<file path="src/logic/axis_switch_consts.svh">
`ifndef AXIS_SWITCH_CONSTS_SVH
`define AXIS_SWITCH_CONSTS_SVH

// stream beat fields
`define AXIS_DATA_W         32
`define AXIS_USER_W         2
`define AXIS_TID_W          2

// ingress buffer
`define AXIS_FIFO_DEPTH     16

// tid codes, one per upstream source
`define AXIS_TID_UP         0
`define AXIS_TID_AA         1
`define AXIS_TID_LA         2

// register map
`define AXIS_TH_RESET       6
`define AXIS_CFG_ADDR_W     15
`define AXIS_CFG_TH_OFFSET  0

`endif

</file>
<file path="src/logic/axis_cfg_pkg.sv">
`include "axis_switch_consts.svh"

package axis_cfg_pkg;

    ////////////////////////////////////////
    // register map types
    ////////////////////////////////////////

    // FIFO ready threshold, offset 0 bits 3:0
    typedef logic [3:0] th_t;

    // bus word seen either raw or as the threshold register
    typedef union packed {
        logic [`AXIS_DATA_W-1:0] raw;
        struct packed {
            logic [`AXIS_DATA_W-5:0] rsvd;
            th_t                     th;
        } f;
    } cfg_word_u;

endpackage

</file>
<file path="src/logic/axis_stream_pkg.sv">
`include "axis_switch_consts.svh"

package axis_stream_pkg;

    ////////////////////////////////////////
    // stream beat
    ////////////////////////////////////////

    // one beat as it sits in the FIFO, 37 bits
    typedef struct packed {
        logic [`AXIS_DATA_W-1:0] data;
        logic                    last;
        logic [`AXIS_USER_W-1:0] user;
        logic [`AXIS_TID_W-1:0]  tid;
    } axis_beat_t;

    // upstream source number, 0 to 2
    typedef logic [1:0] src_idx_t;

endpackage

</file>
<file path="src/logic/axis_beat_if.sv">
`timescale 1ns/1ns

interface axis_beat_if;

    // head of the ingress FIFO
    logic                        valid;
    logic                        ready;
    axis_stream_pkg::axis_beat_t beat;

    // FIFO side
    modport source (
        output valid,
        output beat,
        input  ready
    );

    // router side
    modport sink (
        input  valid,
        input  beat,
        output ready
    );

endinterface

</file>
<file path="src/logic/axis_ingress_fifo.sv">
`timescale 1ns/1ns
`include "axis_switch_consts.svh"

module axis_ingress_fifo (
    input  logic                        axis_clk,
    input  logic                        axi_reset_n,
    input  axis_stream_pkg::axis_beat_t in_beat,
    input  logic                        in_valid,
    output logic                        in_ready,
    input  axis_cfg_pkg::th_t           threshold,
    axis_beat_if.source                 head
);

    localparam int DEPTH  = `AXIS_FIFO_DEPTH;
    localparam int ADDR_W = $clog2(DEPTH);

    axis_stream_pkg::axis_beat_t mem [DEPTH];

    // one extra bit tells full from empty
    logic [ADDR_W:0] wr_ptr;
    logic [ADDR_W:0] rd_ptr;
    logic [ADDR_W:0] wr_ptr_nxt;
    logic [ADDR_W:0] rd_ptr_nxt;
    logic [ADDR_W:0] occ_nxt;
    logic            push;
    logic            pop;

    assign push = in_valid && in_ready;
    assign pop  = head.valid && head.ready;

    assign wr_ptr_nxt = push ? wr_ptr + 1'b1 : wr_ptr;
    assign rd_ptr_nxt = pop ? rd_ptr + 1'b1 : rd_ptr;
    assign occ_nxt    = wr_ptr_nxt - rd_ptr_nxt;

    // ready follows occupancy after the edge
    always_ff @(posedge axis_clk or negedge axi_reset_n) begin
        if (!axi_reset_n) begin
            wr_ptr   <= '0;
            rd_ptr   <= '0;
            in_ready <= 1'b1;
        end else begin
            wr_ptr   <= wr_ptr_nxt;
            rd_ptr   <= rd_ptr_nxt;
            in_ready <= (occ_nxt <= (ADDR_W + 1)'(threshold));
        end
    end

    always_ff @(posedge axis_clk) begin
        if (push) begin
            mem[wr_ptr[ADDR_W-1:0]] <= in_beat;
        end
    end

    // head entry straight out of the array
    assign head.valid = (wr_ptr != rd_ptr);
    assign head.beat  = mem[rd_ptr[ADDR_W-1:0]];

endmodule

</file>
<file path="src/logic/axis_switch.sv">
`timescale 1ns/1ns
`include "axis_switch_consts.svh"

module axis_switch (
    input  logic                        axis_clk,
    input  logic                        axi_reset_n,
    // configuration, AXI-Lite
    input  logic                        cc_as_enable,
    input  logic                        axi_awvalid,
    input  logic [`AXIS_CFG_ADDR_W-1:0] axi_awaddr,
    output logic                        axi_awready,
    input  logic                        axi_wvalid,
    input  logic [`AXIS_DATA_W-1:0]     axi_wdata,
    input  logic [`AXIS_DATA_W/8-1:0]   axi_wstrb,
    output logic                        axi_wready,
    input  logic                        axi_arvalid,
    input  logic [`AXIS_CFG_ADDR_W-1:0] axi_araddr,
    output logic                        axi_arready,
    output logic                        axi_rvalid,
    output logic [`AXIS_DATA_W-1:0]     axi_rdata,
    input  logic                        axi_rready,
    // user project source
    input  logic [`AXIS_DATA_W-1:0]     up_as_tdata,
    input  logic                        up_as_tlast,
    input  logic [`AXIS_USER_W-1:0]     up_as_tuser,
    input  logic                        up_as_tvalid,
    output logic                        as_up_tready,
    // axilite bridge source
    input  logic [`AXIS_DATA_W-1:0]     aa_as_tdata,
    input  logic                        aa_as_tlast,
    input  logic [`AXIS_USER_W-1:0]     aa_as_tuser,
    input  logic                        aa_as_tvalid,
    output logic                        as_aa_tready,
    // logic analyzer source
    input  logic [`AXIS_DATA_W-1:0]     la_as_tdata,
    input  logic                        la_as_tlast,
    input  logic [`AXIS_USER_W-1:0]     la_as_tuser,
    input  logic                        la_as_tvalid,
    output logic                        as_la_tready,
    // to serdes
    output logic [`AXIS_DATA_W-1:0]     as_is_tdata,
    output logic                        as_is_tlast,
    output logic [`AXIS_USER_W-1:0]     as_is_tuser,
    output logic [`AXIS_TID_W-1:0]      as_is_tid,
    output logic                        as_is_tvalid,
    input  logic                        is_as_tready,
    // from serdes
    input  logic [`AXIS_DATA_W-1:0]     is_as_tdata,
    input  logic                        is_as_tlast,
    input  logic [`AXIS_USER_W-1:0]     is_as_tuser,
    input  logic [`AXIS_TID_W-1:0]      is_as_tid,
    input  logic                        is_as_tvalid,
    output logic                        as_is_tready,
    // to user project
    output logic [`AXIS_DATA_W-1:0]     as_up_tdata,
    output logic                        as_up_tlast,
    output logic [`AXIS_USER_W-1:0]     as_up_tuser,
    output logic                        as_up_tvalid,
    input  logic                        up_as_tready,
    // to axilite bridge
    output logic [`AXIS_DATA_W-1:0]     as_aa_tdata,
    output logic                        as_aa_tlast,
    output logic [`AXIS_USER_W-1:0]     as_aa_tuser,
    output logic                        as_aa_tvalid,
    input  logic                        aa_as_tready
);

    axis_stream_pkg::axis_beat_t src_beat [3];
    axis_stream_pkg::axis_beat_t is_beat;
    axis_stream_pkg::axis_beat_t ser_beat;
    axis_stream_pkg::axis_beat_t up_beat;
    axis_stream_pkg::axis_beat_t aa_beat;
    axis_cfg_pkg::th_t           threshold;

    axis_beat_if fifo_head ();

    ////////////////////////////////////////
    // upstream, three sources to serdes
    ////////////////////////////////////////

    assign src_beat[0] = '{data: up_as_tdata, last: up_as_tlast, user: up_as_tuser,
                           tid: `AXIS_TID_W'(`AXIS_TID_UP)};
    assign src_beat[1] = '{data: aa_as_tdata, last: aa_as_tlast, user: aa_as_tuser,
                           tid: `AXIS_TID_W'(`AXIS_TID_AA)};
    assign src_beat[2] = '{data: la_as_tdata, last: la_as_tlast, user: la_as_tuser,
                           tid: `AXIS_TID_W'(`AXIS_TID_LA)};

    axis_upstream_arbiter u_arbiter (
        .axis_clk    (axis_clk),
        .axi_reset_n (axi_reset_n),
        .src_beat    (src_beat),
        .src_valid   ({la_as_tvalid, aa_as_tvalid, up_as_tvalid}),
        .src_ready   ({as_la_tready, as_aa_tready, as_up_tready}),
        .out_beat    (is_beat),
        .out_valid   (as_is_tvalid),
        .out_ready   (is_as_tready)
    );

    assign as_is_tdata = is_beat.data;
    assign as_is_tlast = is_beat.last;
    assign as_is_tuser = is_beat.user;
    assign as_is_tid   = is_beat.tid;

    ////////////////////////////////////////
    // downstream, serdes to up and aa
    ////////////////////////////////////////

    assign ser_beat = '{data: is_as_tdata, last: is_as_tlast, user: is_as_tuser,
                        tid: is_as_tid};

    axis_ingress_fifo u_fifo (
        .axis_clk    (axis_clk),
        .axi_reset_n (axi_reset_n),
        .in_beat     (ser_beat),
        .in_valid    (is_as_tvalid),
        .in_ready    (as_is_tready),
        .threshold   (threshold),
        .head        (fifo_head)
    );

    axis_tid_router u_router (
        .head     (fifo_head),
        .up_beat  (up_beat),
        .up_valid (as_up_tvalid),
        .up_ready (up_as_tready),
        .aa_beat  (aa_beat),
        .aa_valid (as_aa_tvalid),
        .aa_ready (aa_as_tready)
    );

    assign as_up_tdata = up_beat.data;
    assign as_up_tlast = up_beat.last;
    assign as_up_tuser = up_beat.user;
    assign as_aa_tdata = aa_beat.data;
    assign as_aa_tlast = aa_beat.last;
    assign as_aa_tuser = aa_beat.user;

    // threshold register
    axis_switch_cfg u_cfg (
        .axis_clk     (axis_clk),
        .axi_reset_n  (axi_reset_n),
        .cc_as_enable (cc_as_enable),
        .awvalid      (axi_awvalid),
        .awaddr       (axi_awaddr),
        .awready      (axi_awready),
        .wvalid       (axi_wvalid),
        .wdata        (axi_wdata),
        .wstrb        (axi_wstrb),
        .wready       (axi_wready),
        .arvalid      (axi_arvalid),
        .araddr       (axi_araddr),
        .arready      (axi_arready),
        .rvalid       (axi_rvalid),
        .rdata        (axi_rdata),
        .rready       (axi_rready),
        .threshold    (threshold)
    );

endmodule

</file>
<file path="src/logic/axis_switch_cfg.sv">
`timescale 1ns/1ns
`include "axis_switch_consts.svh"

module axis_switch_cfg (
    input  logic                         axis_clk,
    input  logic                         axi_reset_n,
    input  logic                         cc_as_enable,
    input  logic                         awvalid,
    input  logic [`AXIS_CFG_ADDR_W-1:0]  awaddr,
    output logic                         awready,
    input  logic                         wvalid,
    input  logic [`AXIS_DATA_W-1:0]      wdata,
    input  logic [`AXIS_DATA_W/8-1:0]    wstrb,
    output logic                         wready,
    input  logic                         arvalid,
    input  logic [`AXIS_CFG_ADDR_W-1:0]  araddr,
    output logic                         arready,
    output logic                         rvalid,
    output logic [`AXIS_DATA_W-1:0]      rdata,
    input  logic                         rready,
    output axis_cfg_pkg::th_t            threshold
);

    logic                   wr_fire;
    logic                   wr_hit;
    axis_cfg_pkg::cfg_word_u wr_word;
    axis_cfg_pkg::cfg_word_u rd_word;

    ////////////////////////////////////////
    // write channel
    ////////////////////////////////////////

    // address and data taken together
    assign wr_fire = cc_as_enable && awvalid && wvalid;
    assign awready = wr_fire;
    assign wready  = wr_fire;

    // awaddr is a byte address
    assign wr_hit = (awaddr[`AXIS_CFG_ADDR_W-1:2] ==
                     (`AXIS_CFG_ADDR_W - 2)'(`AXIS_CFG_TH_OFFSET)) && wstrb[0];

    assign wr_word.raw = wdata;

    always_ff @(posedge axis_clk or negedge axi_reset_n) begin
        if (!axi_reset_n) begin
            threshold <= axis_cfg_pkg::th_t'(`AXIS_TH_RESET);
        end else if (wr_fire && wr_hit) begin
            threshold <= wr_word.f.th;
        end
    end

    ////////////////////////////////////////
    // read channel
    ////////////////////////////////////////

    // only one register, it answers at every araddr
    assign arready = !rvalid;

    always_ff @(posedge axis_clk or negedge axi_reset_n) begin
        if (!axi_reset_n) begin
            rvalid <= 1'b0;
        end else if (arvalid && arready) begin
            rvalid <= 1'b1;
        end else if (rready) begin
            rvalid <= 1'b0;
        end
    end

    always_comb begin
        rd_word.raw  = '0;
        rd_word.f.th = threshold;
    end

    assign rdata = rd_word.raw;

endmodule

</file>
<file path="src/logic/axis_tid_router.sv">
`timescale 1ns/1ns
`include "axis_switch_consts.svh"

module axis_tid_router (
    axis_beat_if.sink                   head,
    output axis_stream_pkg::axis_beat_t up_beat,
    output logic                        up_valid,
    input  logic                        up_ready,
    output axis_stream_pkg::axis_beat_t aa_beat,
    output logic                        aa_valid,
    input  logic                        aa_ready
);

    logic [`AXIS_TID_W-1:0] tid;
    logic                   to_up;
    logic                   to_aa;

    assign tid   = head.beat.tid;
    assign to_up = (tid == `AXIS_TID_W'(`AXIS_TID_UP));
    assign to_aa = (tid == `AXIS_TID_W'(`AXIS_TID_AA));

    // payload goes to both, valid picks one
    assign up_beat  = head.beat;
    assign aa_beat  = head.beat;
    assign up_valid = head.valid && to_up;
    assign aa_valid = head.valid && to_aa;

    ////////////////////////////////////////
    // ready back to the FIFO
    ////////////////////////////////////////

    always_comb begin
        if (to_up) begin
            head.ready = up_ready;
        end else if (to_aa) begin
            head.ready = aa_ready;
        end else begin
            // la and unused tid, nobody listens so pop at once
            head.ready = 1'b1;
        end
    end

endmodule

</file>
<file path="src/logic/axis_upstream_arbiter.sv">
`timescale 1ns/1ns
`include "axis_switch_consts.svh"

module axis_upstream_arbiter (
    input  logic                        axis_clk,
    input  logic                        axi_reset_n,
    input  axis_stream_pkg::axis_beat_t src_beat [3],
    input  logic [2:0]                  src_valid,
    output logic [2:0]                  src_ready,
    output axis_stream_pkg::axis_beat_t out_beat,
    output logic                        out_valid,
    input  logic                        out_ready
);

    localparam int NUM_SRC = 3;

    logic                      busy;
    axis_stream_pkg::src_idx_t grant;
    axis_stream_pkg::src_idx_t rr_ptr;
    axis_stream_pkg::src_idx_t pick_idx;
    logic                      pick_found;
    logic [2:0]                cand;
    logic                      pkt_done;

    ////////////////////////////////////////
    // rotated priority pick
    ////////////////////////////////////////

    // first requester at or after rr_ptr
    always_comb begin
        pick_found = 1'b0;
        pick_idx   = rr_ptr;
        cand       = '0;
        for (int i = 0; i < NUM_SRC; i++) begin
            cand = {1'b0, rr_ptr} + 3'(i);
            if (cand >= 3'(NUM_SRC)) begin
                cand = cand - 3'(NUM_SRC);
            end
            if (!pick_found && src_valid[cand[1:0]]) begin
                pick_found = 1'b1;
                pick_idx   = cand[1:0];
            end
        end
    end

    // grant held until the last beat is taken
    assign pkt_done = out_valid && out_ready && out_beat.last;

    always_ff @(posedge axis_clk or negedge axi_reset_n) begin
        if (!axi_reset_n) begin
            busy   <= 1'b0;
            grant  <= '0;
            rr_ptr <= '0;
        end else if (!busy) begin
            if (pick_found) begin
                busy   <= 1'b1;
                grant  <= pick_idx;
                rr_ptr <= (pick_idx == 2'(NUM_SRC - 1)) ? '0 : pick_idx + 2'd1;
            end
        end else if (pkt_done) begin
            // one idle cycle before the next pick
            busy <= 1'b0;
        end
    end

    ////////////////////////////////////////
    // output mux
    ////////////////////////////////////////

    always_comb begin
        out_beat  = src_beat[grant];
        out_valid = 1'b0;
        src_ready = '0;
        if (busy) begin
            out_valid        = src_valid[grant];
            src_ready[grant] = out_ready;
        end
        // tag with the granted source
        case (grant)
            2'd1:    out_beat.tid = `AXIS_TID_W'(`AXIS_TID_AA);
            2'd2:    out_beat.tid = `AXIS_TID_W'(`AXIS_TID_LA);
            default: out_beat.tid = `AXIS_TID_W'(`AXIS_TID_UP);
        endcase
    end

endmodule

</file>
<file path="config.mk">
export PLATFORM = sky130hd
export DESIGN_NAME = axis_switch
export DESIGN_NICKNAME = d
export VERILOG_FILES = /design/src/logic/axis_cfg_pkg.sv /design/src/logic/axis_stream_pkg.sv /design/src/logic/axis_beat_if.sv /design/src/logic/axis_ingress_fifo.sv /design/src/logic/axis_switch.sv /design/src/logic/axis_switch_cfg.sv /design/src/logic/axis_tid_router.sv /design/src/logic/axis_upstream_arbiter.sv
export VERILOG_INCLUDE_DIRS = /design/src /design/src/logic
export SDC_FILE = /design/constraint.sdc
export NUM_CORES = 1
export LEC_CHECK = 0
export BUFFER_PORTS_ARGS = -buffer_cell sky130_fd_sc_hd__buf_2
export CORE_ASPECT_RATIO = 2
export CORE_MARGIN = 1.5
export CORE_UTILIZATION = 50
export DETAILED_ROUTE_END_ITERATION = 16
export GPL_TIMING_DRIVEN = 0
export PLACE_DENSITY = 0.73
export SLEW_MARGIN = 0
export SYNTH_ARGS = -nofsm -noshare
export SYNTH_HDL_FRONTEND = slang
export SYNTH_SLANG_ARGS = --single-unit
</file>
<file path="constraint.sdc">
create_clock -name axis_clk -period 4.88 [get_ports axis_clk]
set_input_delay 1.22 -clock axis_clk [delete_from_list [all_inputs] [get_ports axis_clk]]
set_output_delay 1.22 -clock axis_clk [all_outputs]
set_load 0.02 [all_outputs]
</file>
==> impl_metrics.ini <==
[status]
outcome = finished, final reports clean

[floorplanning]
die_x_um = 161.4
pin_count = 372
coreArea_sq_mm = 0.04978
floorplan.initialDensity = 0.5040
dieArea_sq_mm = 0.05161
rows = 116
die_h_um = 319.8

[synth]
synth-warning-count = 0
synth-seq-area-share = 0.7297
synth_common_cells = 592 x edfxtp_1, 183 x mux4_2, 66 x buf_4
ys_top_cells_by_area = edfxtp_1 71%, mux4_2 16%, buf_4 2.0%, dfrtp_1 1.8%, mux2i_1 1.7%
yosys_most_used_dff = edfxtp_1
ys_async_sr_fraction = 0.03426
synth-edff-count = 592
synth_cells = 1216
yosysTopAreaCell = edfxtp_1
synth.distinct_cells = 58
syn_avg_cell_area_sq_um = 20.63
synth-seq-cells = 613
synth.top_cell.area_share = 0.7086
synth_area_sq_mm = 0.02509
synth.most_common_cell = edfxtp_1

[sta]
setup_slack_ns = 0.07029
fin_skew_ns = 0.01608
worst_pin_slew_ns = 0.9735
setup_viol = 0
report.final.hold_viol_count = 0
slew_headroom = 0.3510
hold_ws_ns = 0.5048
fin_crit_sh = 0.9856
fin_tns_setup_ns = 0
slew_violations = 0
timing.fmax_ghz = 0.2079
min_period_ns = 4.810

[placed_design]
place_ws_ns = -0.05486
io_buffers = 294
gp_congestion = 0.8145
placed_area_sq_mm = 0.02804
post-dp-hpwl_um = 41760
dp_cells = 2217

[worst_setup_path]
cp.required_ns = 3.66
crit_type = flip-flop to output pin
cp-end-kind = output pin
cp.arrival_ns = 3.59
path_max_fanout = 10
start_kind = flip-flop

[clock_network]
root_buffer = clkbuf_16
clkSinkCount = 613
clk_pin_slew_worst_paths_ns = 0.08
h-tree-depth = 2
clk_path_buf_depth = 3
cts_tree = built
hold_buffers = 0
cts_inserted_buffers = 48
clk_latency_ns = 0.58

[routing]
drtAntennaViolNets = 0
drcViolationCount = 0
first_pass_iters = 5
wirelength_um = 62770
drt_iter0_markers = 1219
via_count = 13510
wire_per_inst_um = 27.14
vias_per_cell = 5.840

[pwr]
ir_drop_mv = 0.3510
powerDensity_mw_per_mm2 = 605.8
p_leak_nw = 10.34
p_total_mw = 18.02

[job]
drv_cap = 0

[grt]
grt_max_degree = 23
use_met2 = 0.4534
antenna_found_initial = 9
track_usage = 0.2437
grt_pass1_wl_um = 89180
grt_pass1_vias = 13790
grt-ovfl-total = 0
use_met3 = 0.03294
met1_usage = 0.2677
busiest_layer = met2

[final_layout]
drive_gt1_frac = 0.4279
stdcell_count = 2313
seq_area_sq_mm = 0.01831
nNetsFinal = 1855
multi_input_area_sq_mm = 0.006172
fill_cells = 3480
syn_to_final_growth_pct = 18.56
fin_area_sq_mm = 0.02975
final_core_util = 0.5975

[worst_hold_path]
hold_path_class = flip-flop to flip-flop
-- sequential cells by signal, indices dropped and copies added (netlist names) --
register and cells:
u_arbiter.busy 1, u_arbiter.grant 2, u_arbiter.rr_ptr 2, u_cfg.rvalid 1
u_cfg.threshold 4, u_fifo.in_ready 1, u_fifo.mem 592, u_fifo.rd_ptr 5
u_fifo.wr_ptr 5
-- kinds of logic after synthesis --
logic type,synth area share
AOI/OAI and AO/OA,0.01815
xor gates and xnor gates,0.006832
adders and majority gates,0.008628
buffers and inverters,0.03276
DFF,0.7297
muxes,0.1842
other,0.0001495
and+or+nand+nor,0.01960
-- what timing repair did --
action | CTS | global route
resized for setup | 46 | 1
endpoints found under the setup margin | 70 | 3
pin swaps | 0 | 0
buffers inserted | 0 | 0
hold endpoints to repair | 0 | 0
-- cell usage in the layout, fill, tap and decap left out, types with 3 or more instances in the layout --
cell             count
inv_1               22
conb_1              28
xnor2_1              5
clkdlybuf4s15_2      5
nand2_1             54
nor2_4              12
edfxtp_1           592
buf_6               14
nor3_2               4
nor3_1               5
o21ai_0             49
a21oi_1              8
xor2_1              10
nor2_1               9
clkinvlp_4           4
buf_8                3
clkbuf_16           49
diode_2              7
clkbuf_1            33
nand2b_1             3
buf_12              12
dfrtp_1             18
dfstp_2              3
buf_1                3
buf_2              306
ha_1                14
bufinv_16            6
and3_1               3
mux4_2             183
clkinv_2            10
clkbuf_2             4
mux2i_1             43
inv_6                4
clkinv_1             6
nand3_1             10
buf_4               78
-- where the power goes --
group	internal, mW	switching (mW)
clock network	2.21	1.81
registers	6.14	0.127
logic	3.34	4.40
total	11.7	6.34
-- cell type report --
class | instances | share of cell area
multi-input cells | 481 | 0.2075
repair buffers | 325 | 0.06486
diodes | 7 | 0.0005889
clock buffers | 58 | 0.04303
plain buffers | 126 | 0.02742
inverters | 23 | 0.002902
well taps | 649 | 0.02730
flip-flops and latches | 613 | 0.6154
clock inverters | 31 | 0.01098
-- worst max-delay path: stages, from the launching register on --
cell,delay (ns)
dfrtp_1,0.36
buf_4,0.19
buf_2,0.38
buf_2,0.36
buf_2,0.42
mux4_2,0.38
mux4_2,0.59
buf_4,0.18
buf_2,0.15
-- final timing paths --
kind / cells past startpoint / from / to / slack (ns)
worst max-delay path: 8 / u_fifo.rd_ptr[1] / as_up_tdata[23] / 0.07
worst min-delay path: 1 / u_cfg.rvalid / u_cfg.rvalid / 0.50
worst max register to register: 17 / u_fifo.rd_ptr[1] / u_fifo.in_ready / 0.57
worst min register to register: 1 / u_cfg.rvalid / u_cfg.rvalid / 0.50
max in group asynchronous: 1 / axi_reset_n / u_cfg.threshold[1] / 3.91
min in group asynchronous: 1 / axi_reset_n / u_cfg.rvalid / 0.60
-- metal layers --
layer | vias up | part of all wire
li1 | 5696 | -
met1 | 6948 | 0.33
met2 | 713 | 0.56
met3 | 145 | 0.062
met4 | 6 | 0.047
met5 | - | 0.00046
No activity file was read; power rests on OpenSTA's default activity.
